===== src/bp_defs.svh =====
`ifndef BP_DEFS_SVH
`define BP_DEFS_SVH

// Address and counter widths
`define BP_ADDR_W 32
`define BP_CNT_W 32

// Table geometry
`define BP_BANKS 4
`define BP_BANK_W 2
`define BP_ROWS 32
`define BP_ROW_W 5
`define BP_TAG_W 23

// Field positions inside a program counter
`define BP_BANK_LSB 2   // Bits 3..2 pick the bank
`define BP_ROW_LSB 4    // Bits 8..4 pick the row
`define BP_TAG_LSB 9    // Bits 31..9 form the tag

// Fetch step for a not-taken prediction
`define BP_PC_STEP 4

`endif


===== src/bp_pkg.sv =====
`include "bp_defs.svh"

package bp_pkg;

	// Two-bit saturating counter, upper bit predicts taken
	typedef enum logic [1:0] {
		STRONG_NT = 2'd0,
		WEAK_NT   = 2'd1,
		WEAK_T    = 2'd2,
		STRONG_T  = 2'd3
	} bp_state_e;

	typedef logic [`BP_ADDR_W-1:0] addr_t;  // Program counter or target
	typedef logic [`BP_TAG_W-1:0]  tag_t;
	typedef logic [`BP_ROW_W-1:0]  row_t;

endpackage


===== src/bp_dispatch.sv =====
`timescale 1ns/10ps
`include "bp_defs.svh"

module bp_dispatch import bp_pkg::*; (
	// Lookup side
	input  logic                 lookup_i,
	input  addr_t                pc_i,
	// Resolve side
	input  logic                 upd_valid_i,
	input  addr_t                upd_pc_i,
	// Per-bank lookup strobes and shared fields
	output logic [`BP_BANKS-1:0] look_en_o,
	output row_t                 look_row_o,
	output tag_t                 look_tag_o,
	// Per-bank resolve strobes and shared fields
	output logic [`BP_BANKS-1:0] upd_en_o,
	output row_t                 upd_row_o,
	output tag_t                 upd_tag_o
);

	logic [`BP_BANK_W-1:0] look_bank;
	logic [`BP_BANK_W-1:0] upd_bank;

	// Bank select fields
	assign look_bank = pc_i[`BP_BANK_LSB +: `BP_BANK_W];
	assign upd_bank  = upd_pc_i[`BP_BANK_LSB +: `BP_BANK_W];

	// Lookup decode, all zero without a request
	always_comb begin
		look_en_o  = '0;
		look_row_o = '0;
		look_tag_o = '0;
		if (lookup_i) begin
			look_en_o[look_bank] = 1'b1;
			look_row_o = pc_i[`BP_ROW_LSB +: `BP_ROW_W];
			look_tag_o = pc_i[`BP_TAG_LSB +: `BP_TAG_W];
		end
	end

	// Resolve decode follows the same rules
	always_comb begin
		upd_en_o  = '0;
		upd_row_o = '0;
		upd_tag_o = '0;
		if (upd_valid_i) begin
			upd_en_o[upd_bank] = 1'b1;   // Only the owning bank trains
			upd_row_o = upd_pc_i[`BP_ROW_LSB +: `BP_ROW_W];
			upd_tag_o = upd_pc_i[`BP_TAG_LSB +: `BP_TAG_W];
		end
	end

endmodule


===== config.mk =====
export PLATFORM = sky130hd
export DESIGN_NAME = bp_dispatch
export DESIGN_NICKNAME = d
export VERILOG_FILES = /design/src/bp_pkg.sv /design/src/bp_dispatch.sv
export VERILOG_INCLUDE_DIRS = /design/src
export SDC_FILE = /design/constraint.sdc
export NUM_CORES = 1
export LEC_CHECK = 0
export ABC_CLOCK_PERIOD_IN_PS = 800
export BUFFER_PORTS_ARGS = -buffer_cell sky130_fd_sc_hd__buf_2
export CORE_AREA = 2 2 50 52
export DETAILED_ROUTE_END_ITERATION = 16
export DIE_AREA = 0 0 52 54
export PLACE_DENSITY = 0.88
export SYNTH_ARGS = -nofsm -noshare
export SYNTH_HDL_FRONTEND = slang
export SYNTH_SLANG_ARGS = --single-unit

===== constraint.sdc =====
create_clock -name vclk -period 0.8
set_input_delay 0.12 -clock vclk [all_inputs]
set_output_delay 0.12 -clock vclk [all_outputs]
set_load 0.005 [all_outputs]

==> metrics.cfg <==
[synth]
synth_area_um2=457.9
yosysSeqAreaShare_pct=0
yosysWarnings=0
avgSynthCellArea_um2=6.542
synthCells=70
yosysUniqueCellTypes=6
synth_fp_nets=136

[grt]
grt_start_max_net_pins=33
grt_pass1_vias=799
grt_pass1_wl_um=3277
antenna_found_initial=0
grt_overflow=0
groute.usage.overall_pct=14.87

[floorplanning]
chipHeight_um=54
chipWidth_um=52
start_util_pct=19.74
dieArea_um2=2808
coreArea_um2=2320
rows=18
io_pins=130

[timing]
final-max-slew-violation-count=0
finalCritPeriodShare_pct=94.83
fmax_ghz=1.318
layout_setup_ws_ps=41.39
hold_viol_final=0
rsz0062_at_grt=no
tns_ps=0
fin_crit_ps=758.6
slew_headroom_pct=86.85
tightest_slew_ps=197.2
setup_viol_count_final=0

[layout]
finalNetCount=261
clkbuf_count=0
layout_common_cells=124 x buf_2, 56 x and2_1, 4 x and3b_1
mostFrequentLayoutCell=buf_2
seq_cell_count=0
final_area_um2=1156
area_growth_syn_to_layout_pct=152.5
nFillCells=236
drive_gt1_share_pct=67.88
diodes=0
area.sequential_um2=0

[worst_setup_path]
crit_path_max_fanout=32
startpoint=upd_valid_i
endpoint_kind=output pin
cp_slowest_cell=buf_4
start_kind=input pin
crit_type=input pin to output pin
worstSetupEndpoint=upd_en_o[0]
crit_chain=buf_4, nor3b_2, buf_2
cpPeakStageDelay_ps=210
crit_arrival_ps=640
cp_data_required_time_ps=680

[pwr]
power_w=0.0005065
seq_power_share_pct=0
irDropWorstVdd_v=0.0002224
combPwrFrac_pct=100.0
power_leakage_nw=0.7780
p_clk_share_pct=0
powerDensity_nw_per_um2=438.1
p_int_w=0.0003191
switching_share_pct=36.99
p_sw_w=0.0001874

[worst_hold_path]
hold_class=input pin to output pin

[drt]
antenna_left=0
dr.pass1.iters=4
wl_per_cell_um=10.78
vias=914
viasPerCell=4.099
drt-total-wl_um=2403
drc=0
drt-initial-drc-count=6

[status]
status=finished, final reports clean

[run]
maxCapViolCount=0

[placement]
gp_congestion=0.7115
portBuffers=126
dp_slack_ps=-77.19
placed_area_um2=1119
hpwl_um=2092

-- cell families after synthesis --
| logic type | share of synthesized area, % |
|---|---|
| AND/OR/NAND/NOR | 92.35 |
| buffers and inverters | 7.649 |
-- metal layers --
| layer | global-route usage, % | share of wire, % |
|---|---|---|
| met5 | 0 | 0 |
| met4 | 0 | 0 |
| met3 | 4.444 | 17 |
| met2 | 31.43 | 50 |
| met1 | 14.87 | 33 |
-- cell usage after synthesis --
cell / number / share of area (%)
and2_1: 56 / 77
and3b_1: 4 / 7.6
clkbuf_2: 4 / 4.4
and3_1: 2 / 2.7
buf_4: 2 / 3.3
nor3b_2: 2 / 5.5
-- layout make-up --
cell class,count,area [µm²],share of cell area [%]
repair buffers,129,695.7,60.17
multi-input cells,64,422.9,36.58
well taps,30,37.54,3.247
-- through the flow --
stage,hold WS (ps),instances,util (%)
2_1_floorplan,263.2,70,-
5_1_grt,519.6,223,49.84
6_report,506.0,223,49.84
3_5_place_dp,504.2,222,48.22
3_3_place_gp,503.3,222,48.22
4_1_cts,507.3,222,48.33
-- critical path: cells and delay by family --
family	cells	cell delay (ps)
buffers and inverters	2	330
and+or+nand+nor	1	180
-- power groups by stage --
stage	Combinational (W)	Clock [W]	Sequential [W]
CTS	0.000494	0	0
global route	0.000565	0	0
detailed placement	0.000490	0	0
finish	0.000507	0	0
global placement	0.000480	0	0
floorplan	0.000179	0	0
-- worst min path at each step --
stage,startpoint,depth (start not counted),end,slack [ps]
after CTS,pc_i[2],3,look_en_o[0],510
after global placement,pc_i[2],3,look_en_o[0],500
after global routing,upd_pc_i[3],3,upd_en_o[0],520
after detailed placement,pc_i[2],3,look_en_o[0],500
final,pc_i[3],3,look_en_o[0],510
after floorplan,pc_i[2],1,look_en_o[0],260
-- repair_timing --
action / CTS / global route
gates cloned: 0 / 1
pin swaps: 0 / 0
hold buffers: 0 / 0
setup buffers: 0 / 0
endpoints found under the setup margin: 32 / 24
resized for setup: 1 / 4
No activity file was read; power rests on OpenSTA's default activity.
