<file path="config.mk">
export PLATFORM = sky130hd
export DESIGN_NAME = bp_collect
export DESIGN_NICKNAME = d
export VERILOG_FILES = /design/src/bp_pkg.sv /design/src/bp_collect.sv
export VERILOG_INCLUDE_DIRS = /design/src
export SDC_FILE = /design/constraint.sdc
export NUM_CORES = 1
export LEC_CHECK = 0
export BUFFER_PORTS_ARGS = -buffer_cell sky130_fd_sc_hd__buf_4
export CORE_MARGIN = 5
export CORE_UTILIZATION = 41
export DETAILED_ROUTE_END_ITERATION = 8
export GPL_TIMING_DRIVEN = 0
export PLACE_DENSITY = 0.85
export SLEW_MARGIN = 20
export SYNTH_ARGS = -nofsm -noshare
export SYNTH_HDL_FRONTEND = slang
export SYNTH_SLANG_ARGS = --single-unit
</file>
<file path="constraint.sdc">
create_clock -name clk_i -period 2.8 [get_ports clk_i]
set_input_delay 0.56 -clock clk_i [delete_from_list [all_inputs] [get_ports clk_i]]
set_output_delay 0.56 -clock clk_i [all_outputs]
set_load 0.02 [all_outputs]
</file>
<file path="src/bp_defs.svh">
`ifndef BP_DEFS_SVH
`define BP_DEFS_SVH

// Address and counter widths
`define BP_ADDR_W 32
`define BP_CNT_W 32

// Table geometry
`define BP_BANKS 4
`define BP_BANK_W 2
`define BP_ROWS 32
`define BP_ROW_W 5
`define BP_TAG_W 23

// Field positions inside a program counter
`define BP_BANK_LSB 2   // Bits 3..2 pick the bank
`define BP_ROW_LSB 4    // Bits 8..4 pick the row
`define BP_TAG_LSB 9    // Bits 31..9 form the tag

// Fetch step for a not-taken prediction
`define BP_PC_STEP 4

`endif

</file>
<file path="src/bp_pkg.sv">
`include "bp_defs.svh"

package bp_pkg;

	// Two-bit saturating counter, upper bit predicts taken
	typedef enum logic [1:0] {
		STRONG_NT = 2'd0,
		WEAK_NT   = 2'd1,
		WEAK_T    = 2'd2,
		STRONG_T  = 2'd3
	} bp_state_e;

	typedef logic [`BP_ADDR_W-1:0] addr_t;  // Program counter or target
	typedef logic [`BP_TAG_W-1:0]  tag_t;
	typedef logic [`BP_ROW_W-1:0]  row_t;

endpackage

</file>
<file path="src/bp_collect.sv">
`timescale 1ns/10ps
`include "bp_defs.svh"

module bp_collect import bp_pkg::*; (
	input  logic                  clk_i,
	input  logic                  rst_i,
	// Current lookup
	input  logic                  lookup_i,
	input  addr_t                 pc_i,
	// Answers from all banks
	input  logic  [`BP_BANKS-1:0] hit_i,
	input  logic  [`BP_BANKS-1:0] taken_i,
	input  addr_t [`BP_BANKS-1:0] target_i,
	// Resolve strobe for the event counters
	input  logic                  upd_valid_i,
	input  logic                  upd_taken_i,
	// Prediction
	output logic                  pred_valid_o,
	output addr_t                 next_pc_o,
	// Event counters
	output logic  [`BP_CNT_W-1:0] cnt_pred_t_o,
	output logic  [`BP_CNT_W-1:0] cnt_pred_nt_o,
	output logic  [`BP_CNT_W-1:0] cnt_res_t_o,
	output logic  [`BP_CNT_W-1:0] cnt_res_nt_o
);

	logic  hit_any;
	logic  taken_any;
	addr_t target_any;
	logic  pred_taken;

	// Idle banks answer zero, so a plain OR merges them
	always_comb begin
		hit_any    = 1'b0;
		taken_any  = 1'b0;
		target_any = '0;
		for (int b = 0; b < `BP_BANKS; b++) begin
			hit_any    = hit_any | hit_i[b];
			taken_any  = taken_any | taken_i[b];
			target_any = target_any | target_i[b];
		end
	end

	assign pred_taken   = hit_any && taken_any;
	assign pred_valid_o = hit_any;

	always_comb begin
		if (pred_taken)
			next_pc_o = target_any;
		else if (lookup_i)
			next_pc_o = pc_i + addr_t'(`BP_PC_STEP);  // Fall through
		else
			next_pc_o = '0;
	end

	always_ff @(posedge clk_i) begin
		if (!rst_i) begin
			cnt_pred_t_o  <= '0;
			cnt_pred_nt_o <= '0;
			cnt_res_t_o   <= '0;
			cnt_res_nt_o  <= '0;
		end else begin
			// Misses count as predicted not taken
			if (lookup_i && pred_taken)
				cnt_pred_t_o <= cnt_pred_t_o + 1'b1;
			if (lookup_i && !pred_taken)
				cnt_pred_nt_o <= cnt_pred_nt_o + 1'b1;
			if (upd_valid_i && upd_taken_i)
				cnt_res_t_o <= cnt_res_t_o + 1'b1;
			if (upd_valid_i && !upd_taken_i)
				cnt_res_nt_o <= cnt_res_nt_o + 1'b1;
		end
	end

endmodule

</file>
==> results of run 1 <==
## timing repair
action | CTS | global route
pin swaps | 8 | 9
gates cloned | 1 | 1
gates resized for setup | 41 | 26
buffers inserted | 12 | 6
endpoints found under the setup margin | 32 | 23
## kinds of logic after synthesis
kind of cell / Yosys count / share of synthesized area [%]
fa+ha+maj: 5 / 0.844
simple gates: 444 / 34.4
buf+inv: 78 / 4.17
compound gates: 212 / 18.5
mux: 17 / 2.30
flops: 128 / 34.6
xor+xnor: 44 / 5.20
## per-layer routing
| layer | up-vias | share of wire, % | routed length, um |
|---|---|---|---|
| li1 | 4352 | - | - |
| met1 | 4486 | 39 | 13000 |
| met2 | 607 | 46 | 15500 |
| met3 | 98 | 13 | 4240 |
| met4 | 4 | 3.1 | 1040 |
| met5 | - | 0.080 | 27 |
## Yosys cell counts, drive strengths merged, types with 24 or more instances
cell    count  area [um^2]
a21oi      74          370
clkbuf     52          195
dfxtp     128         2560
nand2      79          297
nand2b     24          150
nand3      49          245
nand4      54          338
nor2       40          150
nor4       45          297
o21ai      28          140
o31ai      45          338
or3        32          200
or4        60          454
xnor2      24          210
## worst register-to-register path, cell delays in order (launching register included)
cell      delay (ns)
dfxtp_1         0.44
ha_1            0.19
nand3b_1        0.18
or4_1           0.59
clkbuf_1        0.22
clkbuf_1        0.27
o31ai_1         0.30
a21oi_1         0.11
## layout by cell type, fill, tap and decap left out, drive strengths merged, types with 14 or more instances in the layout
master / instances
buf: 358
dfxtp: 128
nand2: 79
a21oi: 74
clkbuf: 69
or4: 60
nand4: 54
nand3: 49
o31ai: 45
nor4: 45
nor2: 40
or3: 32
o21ai: 28
nand2b: 24
xnor2: 24
xor2: 20
and4: 19
inv: 19
mux2i: 17
o41ai: 15
o22ai: 14
and3: 14
## flip-flops by register name, indices dropped and copies added (netlist names)
name,count
cnt_pred_nt_o,32
cnt_pred_t_o,32
cnt_res_nt_o,32
cnt_res_t_o,32
## metrics by stage
step | hold WS [ns] | utilization [%]
after floorplan | 0.540 | -
after global routing | 0.471 | 62.3
after detailed placement | 0.467 | 56.9
final | 0.470 | 62.3
after global placement | 0.459 | 56.9
after CTS | 0.465 | 61.6
## path summary, 6_finish.rpt
path / start / end / slack, ns / cells past startpoint
setup / recovery: taken_i[3] / next_pc_o[27] / -0.04 / 7
hold / removal: upd_taken_i / cnt_res_t_o[1] / 0.47 / 3
setup reg to reg: cnt_res_nt_o[0] / cnt_res_nt_o[18] / 0.35 / 7
hold reg to reg: cnt_pred_t_o[31] / cnt_pred_t_o[31] / 0.47 / 2
## power breakdown
| group | switching, W | total (W) | internal, W | leakage, nW |
|---|---|---|---|---|
| registers | 0.0000113 | 0.00184 | 0.00183 | 1.03 |
| clock network | 0.000831 | 0.00223 | 0.00140 | 0.296 |
| logic | 0.000317 | 0.000604 | 0.000287 | 2.80 |
| total | 0.00116 | 0.00467 | 0.00351 | 4.13 |
## area by class of cell
type / count / area, um^2
multi-input combinational: 722 / 4690
tap: 229 / 287
timing repair buffer: 350 / 2680
antenna: 1 / 2.50
clock inverter: 9 / 106
fill: 1508 / 6740
clock buffer: 22 / 484
buffer: 55 / 274
inverter: 19 / 75.1
sequential: 128 / 2560
==> summary.md, run 1 <==
| Metric | Value |
|---|---|
| Final setup violation count | `6` |
| Max-slew headroom | `between 30% and 40%` |
| Met1 usage | `a little under two fifths` |
| Clk_lat worst skew | `0.42 ns` |
| Leakage | `4.13 nW` |
| Most frequent CP cell | `buf_4` |
| Setup ws final | `-0.0374 ns` |
| First-pass GRT wire length | `about 48,000 um` |
| Met3 global-route usage | `10.9%` |
| Final Skew | `0.0101 ns` |
| Max_cap viols | `0` |
| Post-synthesis register bit count | `128` |
| Fraction of layout cells with a size suffix above 1 | `32.3%` |
| Violated checks | `setup timing` |
| CTS HTree Levels | `4` |
| CP bufs+invs | `3` |
| CP top delay family | `buffers and inverters` |
| Nets@finish | `1,471` |
| Power density cells | `419 nW/um^2` |
| Crit Path Category | `in2out` |
| CTS Sinks | `128` |
| Ys async rst share | `0%` |
| RSZ-0062 raised after global routing | `true` |
| Most Crowded Layer GR | `met2` |
| CTS tree | `yes` |
| CP Max Fanout | `10` |
| Final Max Tran Viols | `0` |
| Gr usage total | `29.3%` |
| CP Capture Type | `output pin` |
| Status | `complete, but fails checks` |
| Non-Filler Instances | `1,535` |
| Root Driver | `clkbuf_16` |
| EDFF count, synth | `0` |
| Wire per inst | `22.0 um` |
| Largest stage delay, worst path | `around 0.41 ns` |
| Die height | `144 um` |
| Setup_tns | `-0.155 ns` |
| Cts bufs inserted | `17` |
| Main flop type after synthesis | `dfxtp_1` |
| Clock Tree Buf Depth | `2` |
| Vias per cell | `roughly 6.2` |
| Least-Margin Pin Slew | `0.896 ns` |
| DRC viols | `0` |
| Post-detail-place hpwl | `25,400 um` |
| Syn Nets | `about 1,100` |
| Clock slew at reported path FFs | `0.06 ns` |
| Vias | `9,547` |
| Vias in the first global route | `between 8,000 and 9,000` |
| Total gr overflow | `0` |
| P&R area growth vs syn | `50.5%` |
| Worst Path Required | `2.24 ns` |
| Synth Cell Area | `7410 um^2` |
| Setup crit start kind | `input pin` |
| Core footprint | `17,900 um^2` |
| Placed Instances | `~1,500` |
| IO Port Bufs | `between 300 and 400` |
| Minimum clock period after layout | `2.84 ns` |
| Initial antenna violation count | `3` |
| Largest net degree at the start of global routing | `17` |
| Placer Congestion | `between 0.9 and 1` |
| Final Cycle Share | `101%` |
| YS warnings | `0` |
| Library cells used by synthesis | `46` |
| Finished Cell Area | `11,200 um^2` |
| # IOs | `334` |
| Crit path DAT | `2.28 ns` |
| Post-Syn Instances | `928` |
| DP Area | `about 10,000 um^2` |
| DR iter-0 viols | `~730` |
| Design Power | `0.00467 W` |
| Hold Buf Count CTS | `0` |
| Seq/Total Area, Yosys | `34.6%` |
| Die area | `roughly 21,000 um^2` |
| Dpl ws | `-0.654 ns` |
| Antenna Nets Post-Route | `0` |
| Starting density of the core | `approximately two fifths` |
| Slowest stage cell, crit path | `nor4_4` |
| Final hold violation count | `0` |
| Hold Path Class | `in2reg` |
| Drt first pass iters | `8` |
| Chip width | `144 um` |
| GR Util met2 | `between 40% and 50%` |
| Syn Area/Cell | `7.99 um^2` |
| Routed WL | `33,800 um` |
| Row cnt | `a little under 50` |
| CP Cell Sequence | `buf_4 > nor4_4 > nor2_1 > clkbuf_4 > o41ai_1 > o311ai_1 > buf_4` |
| Highest Clock Rate | `352 MHz` |
| Maximum vdd ir drop | `between 0.4 and 0.5 mV` |
Power figures use the tool's default switching activity.
==> run 2, diff against run 1 <==
--- a/config.mk
+++ b/config.mk
@@ -8,8 +8,9 @@
 export LEC_CHECK = 0
+export ABC_AREA = 1
 export BUFFER_PORTS_ARGS = -buffer_cell sky130_fd_sc_hd__buf_4
 export CORE_MARGIN = 5
-export CORE_UTILIZATION = 41
+export CORE_UTILIZATION = 45
 export DETAILED_ROUTE_END_ITERATION = 8
 export GPL_TIMING_DRIVEN = 0
-export PLACE_DENSITY = 0.85
+export PLACE_DENSITY = 0.89
 export SLEW_MARGIN = 20
==> constraint.sdc (replaced) <==
create_clock -name clk_i -period 2.8 [get_ports clk_i]
set_input_delay 0.14 -clock clk_i [delete_from_list [all_inputs] [get_ports clk_i]]
set_output_delay 0.14 -clock clk_i [all_outputs]
set_load 0.02 [all_outputs]
==> run 2 against run 1 <==
Against the previous run: the run now ends clean; utilization rose by 1.8 points; wire length is 6.1% higher; sequential share of layout area fell by 1.7 points; setup slack improved by 0.91 ns; total power increased by 4.9%; global-route usage grew 2.1 points; via count increased by 13%; hold slack worse by 0.35 ns; maximum frequency grew 47%; highest routed layer is now met4.
==> summary.md, run 2 <==
| Metric | Value |
|---|---|
| Cts repair resizes | `0 (-100%)` |
| Drt first pass iters | `6 (-2)` |
| Post-synthesis register bit count | `128 (unchanged)` |
| Final hold violation count | `0 (unchanged)` |
| CP Capture Type | `output pin` |
| Antenna Nets Post-Route | `0 (unchanged)` |
| CTS HTree Levels | `4 (unchanged)` |
| Clock slew at reported path FFs | `0.06 ns (about the same)` |
| Combinational power share | `12.5% (-0.4 points)` |
| Fraction of layout cells with a size suffix above 1 | `26.1% (-6.3 points)` |
| R2r setup slk | `1.10 ns (+0.75 ns)` |
| Vias in the first global route | `10,000 (+18%)` |
| Placer Congestion | `1.07 (+16%)` |
| First-pass GRT wire length | `54,700 um (+14%)` |
| Die area | `21,900 um^2 (+5.1%)` |
| Maximum vdd ir drop | `0.447 mV (+7.0%)` |
| Crit path DAT | `1.78 ns (-0.50 ns)` |
| Nets@finish | `1,936 (+32%)` |
| Ys async rst share | `0% (unchanged)` |
| Design Power | `0.00490 W (+4.9%)` |
| Worst Path Required | `2.66 ns (+0.42 ns)` |
| Max_cap viols | `0 (unchanged)` |
| Final setup violation count | `0 (-6)` |
| Initial antenna violation count | `3 (unchanged)` |
| Post-synth top area share | `29.9% (-4.7 points)` |
| Synth Cell Area | `8580 um^2 (+16%)` |
| Ranking of synthesized cells by area | `dfxtp_1 30%, nand2_1 16%, nor2_1 11%` |
| Main flop type after synthesis | `dfxtp_1` |
| Clock Power Share | `50.0% (+2.3 points)` |
| CP Max Fanout | `10 (unchanged)` |
| Post-detail-place hpwl | `29,000 um (+14%)` |
| Library cells used by synthesis | `44 (-4.3%)` |
| IO Port Bufs | `333 (+0.91%)` |
| DR iter-0 viols | `813 (+12%)` |
| Commonest non-fill, non-tap cell in the layout | `nand2_1` |
| Cts bufs inserted | `17 (unchanged)` |
| Core Util, Final | `64.1% (+1.8 points)` |
| CTS Sinks | `128 (unchanged)` |
| Final Skew | `0.0117 ns (+0.00166 ns)` |
| Vias per cell | `5.36 (-14%)` |
| Routed WL | `35,800 um (+6.1%)` |
| Sw frac | `24.9% (+0.15 points)` |
| Starting density of the core | `45.7% (+4.3 points)` |
| RSZ-0062 raised after global routing | `false` |
| Setup_tns | `0 ns (+0.155 ns)` |
| Setup crit start kind | `input pin` |
| Row cnt | `50 (+2.0%)` |
| Gr usage total | `31.4% (+2.1 points)` |
| Chip width | `148 um (+2.5%)` |
| Total gr overflow | `0 (unchanged)` |
| Post CTS Setup Buffer Count | `0 (-12)` |
| Largest net degree at the start of global routing | `17 (unchanged)` |
| Vias | `10,800 (+13%)` |
| Most common cell in the synthesized netlist | `nand2_1` |
| Status | `completed` |
| Root Driver | `clkbuf_16` |
| # IOs | `334 (unchanged)` |
| Hold Path Stages | `3 (unchanged)` |
| Max-slew headroom | `48.0% (+8.5 points)` |
| Hold Path Class | `in2reg` |
| EDFF count, synth | `0 (unchanged)` |
| Clock Tree Buf Depth | `2 (unchanged)` |
| Flop pwr share | `37.6% (-1.8 points)` |
| P&R area growth vs syn | `40.2%` |
| Area leader, netlist | `dfxtp_1` |
| Least-Margin Pin Slew | `0.779 ns (-0.117 ns)` |
| Syn Area/Cell | `6.10 um^2 (-24%)` |
| Seq/Total Area, Yosys | `29.9% (-4.7 points)` |
| YS warnings | `0 (unchanged)` |
| CTS tree | `yes` |
| Highest Clock Rate | `520 MHz (+47%)` |
| R2r worst-path depth | `8 (+1)` |
| Power density cells | `407 nW/um^2 (-2.7%)` |
| Internal power | `0.00368 W (+4.7%)` |
| Final Cycle Share | `68.7% (-33 points)` |
| Commonest non-fill, non-tap cells in the layout | `369 x nand2_1, 336 x buf_4, 253 x nor2_1, 183 x inv_1, 128 x dfxtp_1` |
| Final Max Tran Viols | `0 (unchanged)` |
| Crit Path Category | `in2out` |
| Top cells by count, synth | `369 x nand2_1, 253 x nor2_1, 183 x inv_1, 128 x dfxtp_1, 118 x nand3_1` |
| DRC viols | `0 (unchanged)` |
| Die height | `148 um (+2.5%)` |
| Leakage | `5.38 nW (+30%)` |
| Post-Syn Instances | `1,406 (+52%)` |
| Clk_lat worst skew | `0.42 ns (about the same)` |
| Wire per inst | `17.8 um (-19%)` |
| Net Sw Power | `0.00122 W (+5.5%)` |
| Syn Nets | `1,584 (+43%)` |
| Core footprint | `18,800 um^2 (+4.8%)` |
| Hold Buf Count CTS | `0 (unchanged)` |
| Minimum clock period after layout | `1.92 ns (-0.913 ns)` |
==> run 2: cell count changes in the layout (fill, tap and decap cells not counted), moves of 19 or more <==
cell and delta:
o31ai_1 -45, inv_1 +167, or3_1 -30, nand2b_1 -24, nand2_1 +291, and4_1 -19
nor2_1 +213, nor2_2 +20, nand3_1 +74, nand4_1 -23, or4_1 -55, nor4_1 -25
clkbuf_1 -29
==> run 2: cell families after synthesis <==
kind of cell	share of synthesized area (%)
XOR/XNOR	1.53
AND/OR/NAND/NOR	48.0
flip-flops	29.9
adder cells (fa/ha/maj)	0.729
AO/OA/AOI/OAI	9.87
buffers and inverters	10.0
==> run 2: path summary, 6_finish.rpt <==
check / from / end
setup / recovery: hit_i[2] / next_pc_o[15]
setup reg to reg: cnt_pred_t_o[1] / cnt_pred_t_o[18]
hold reg to reg: cnt_res_t_o[6] / cnt_res_t_o[6]
hold / removal: upd_taken_i / cnt_res_t_o[0]
==> run 2: metrics by stage <==
step                      hold slack [ns]  setup WS, ns  instance area, um^2  instances
after CTS                           0.109         0.908                12000       2005
after detailed placement            0.487         0.924                11400       1973
after floorplan                     0.356          1.20                 8580       1406
after global routing                0.130         0.818                12000       2008
final                               0.123         0.875                12000       2009
after global placement              0.456         0.918                11400       1973
==> run 2: worst max-delay path, stage by stage <==
cell and delay (ns):
buf_4 0.11, nor2_1 0.09, nand2_1 0.11, nand2_2 0.11, buf_2 0.29, inv_1 0.19
buf_2 0.23, o41ai_1 0.09, nand2_1 0.21, buf_4 0.21
==> run 2: per-layer routing <==
layer	GRT usage, %	vias up	routed length, um	share of wire (%)
met5	0	-	0	0
met4	12.5	0	1000	2.8
met3	7.46	60	3480	9.7
met2	53.3	515	17200	48
met1	38.6	4938	14100	39
li1	-	5247	-	-
==> run 2: layout make-up <==
type	instances	area [um^2]
Clock inverter	11	175
Fill cell	1717	6740
Antenna cell	4	10.0
Sequential cell	128	2560
Tap cell	234	293
Inverter	191	719
Multi-Input combinational cell	1061	5160
Timing Repair Buffer	333	2500
Buffer	26	143
Clock buffer	21	470
==> run 2: power by group through the flow <==
stage	logic (W)	clock network [W]	registers, W
floorplan	0.000225	0	0.00189
global placement	0.000598	0	0.00188
detailed placement	0.000602	0	0.00188
CTS	0.000605	0.00246	0.00184
global route	0.000650	0.00254	0.00184
finish	0.000611	0.00245	0.00184
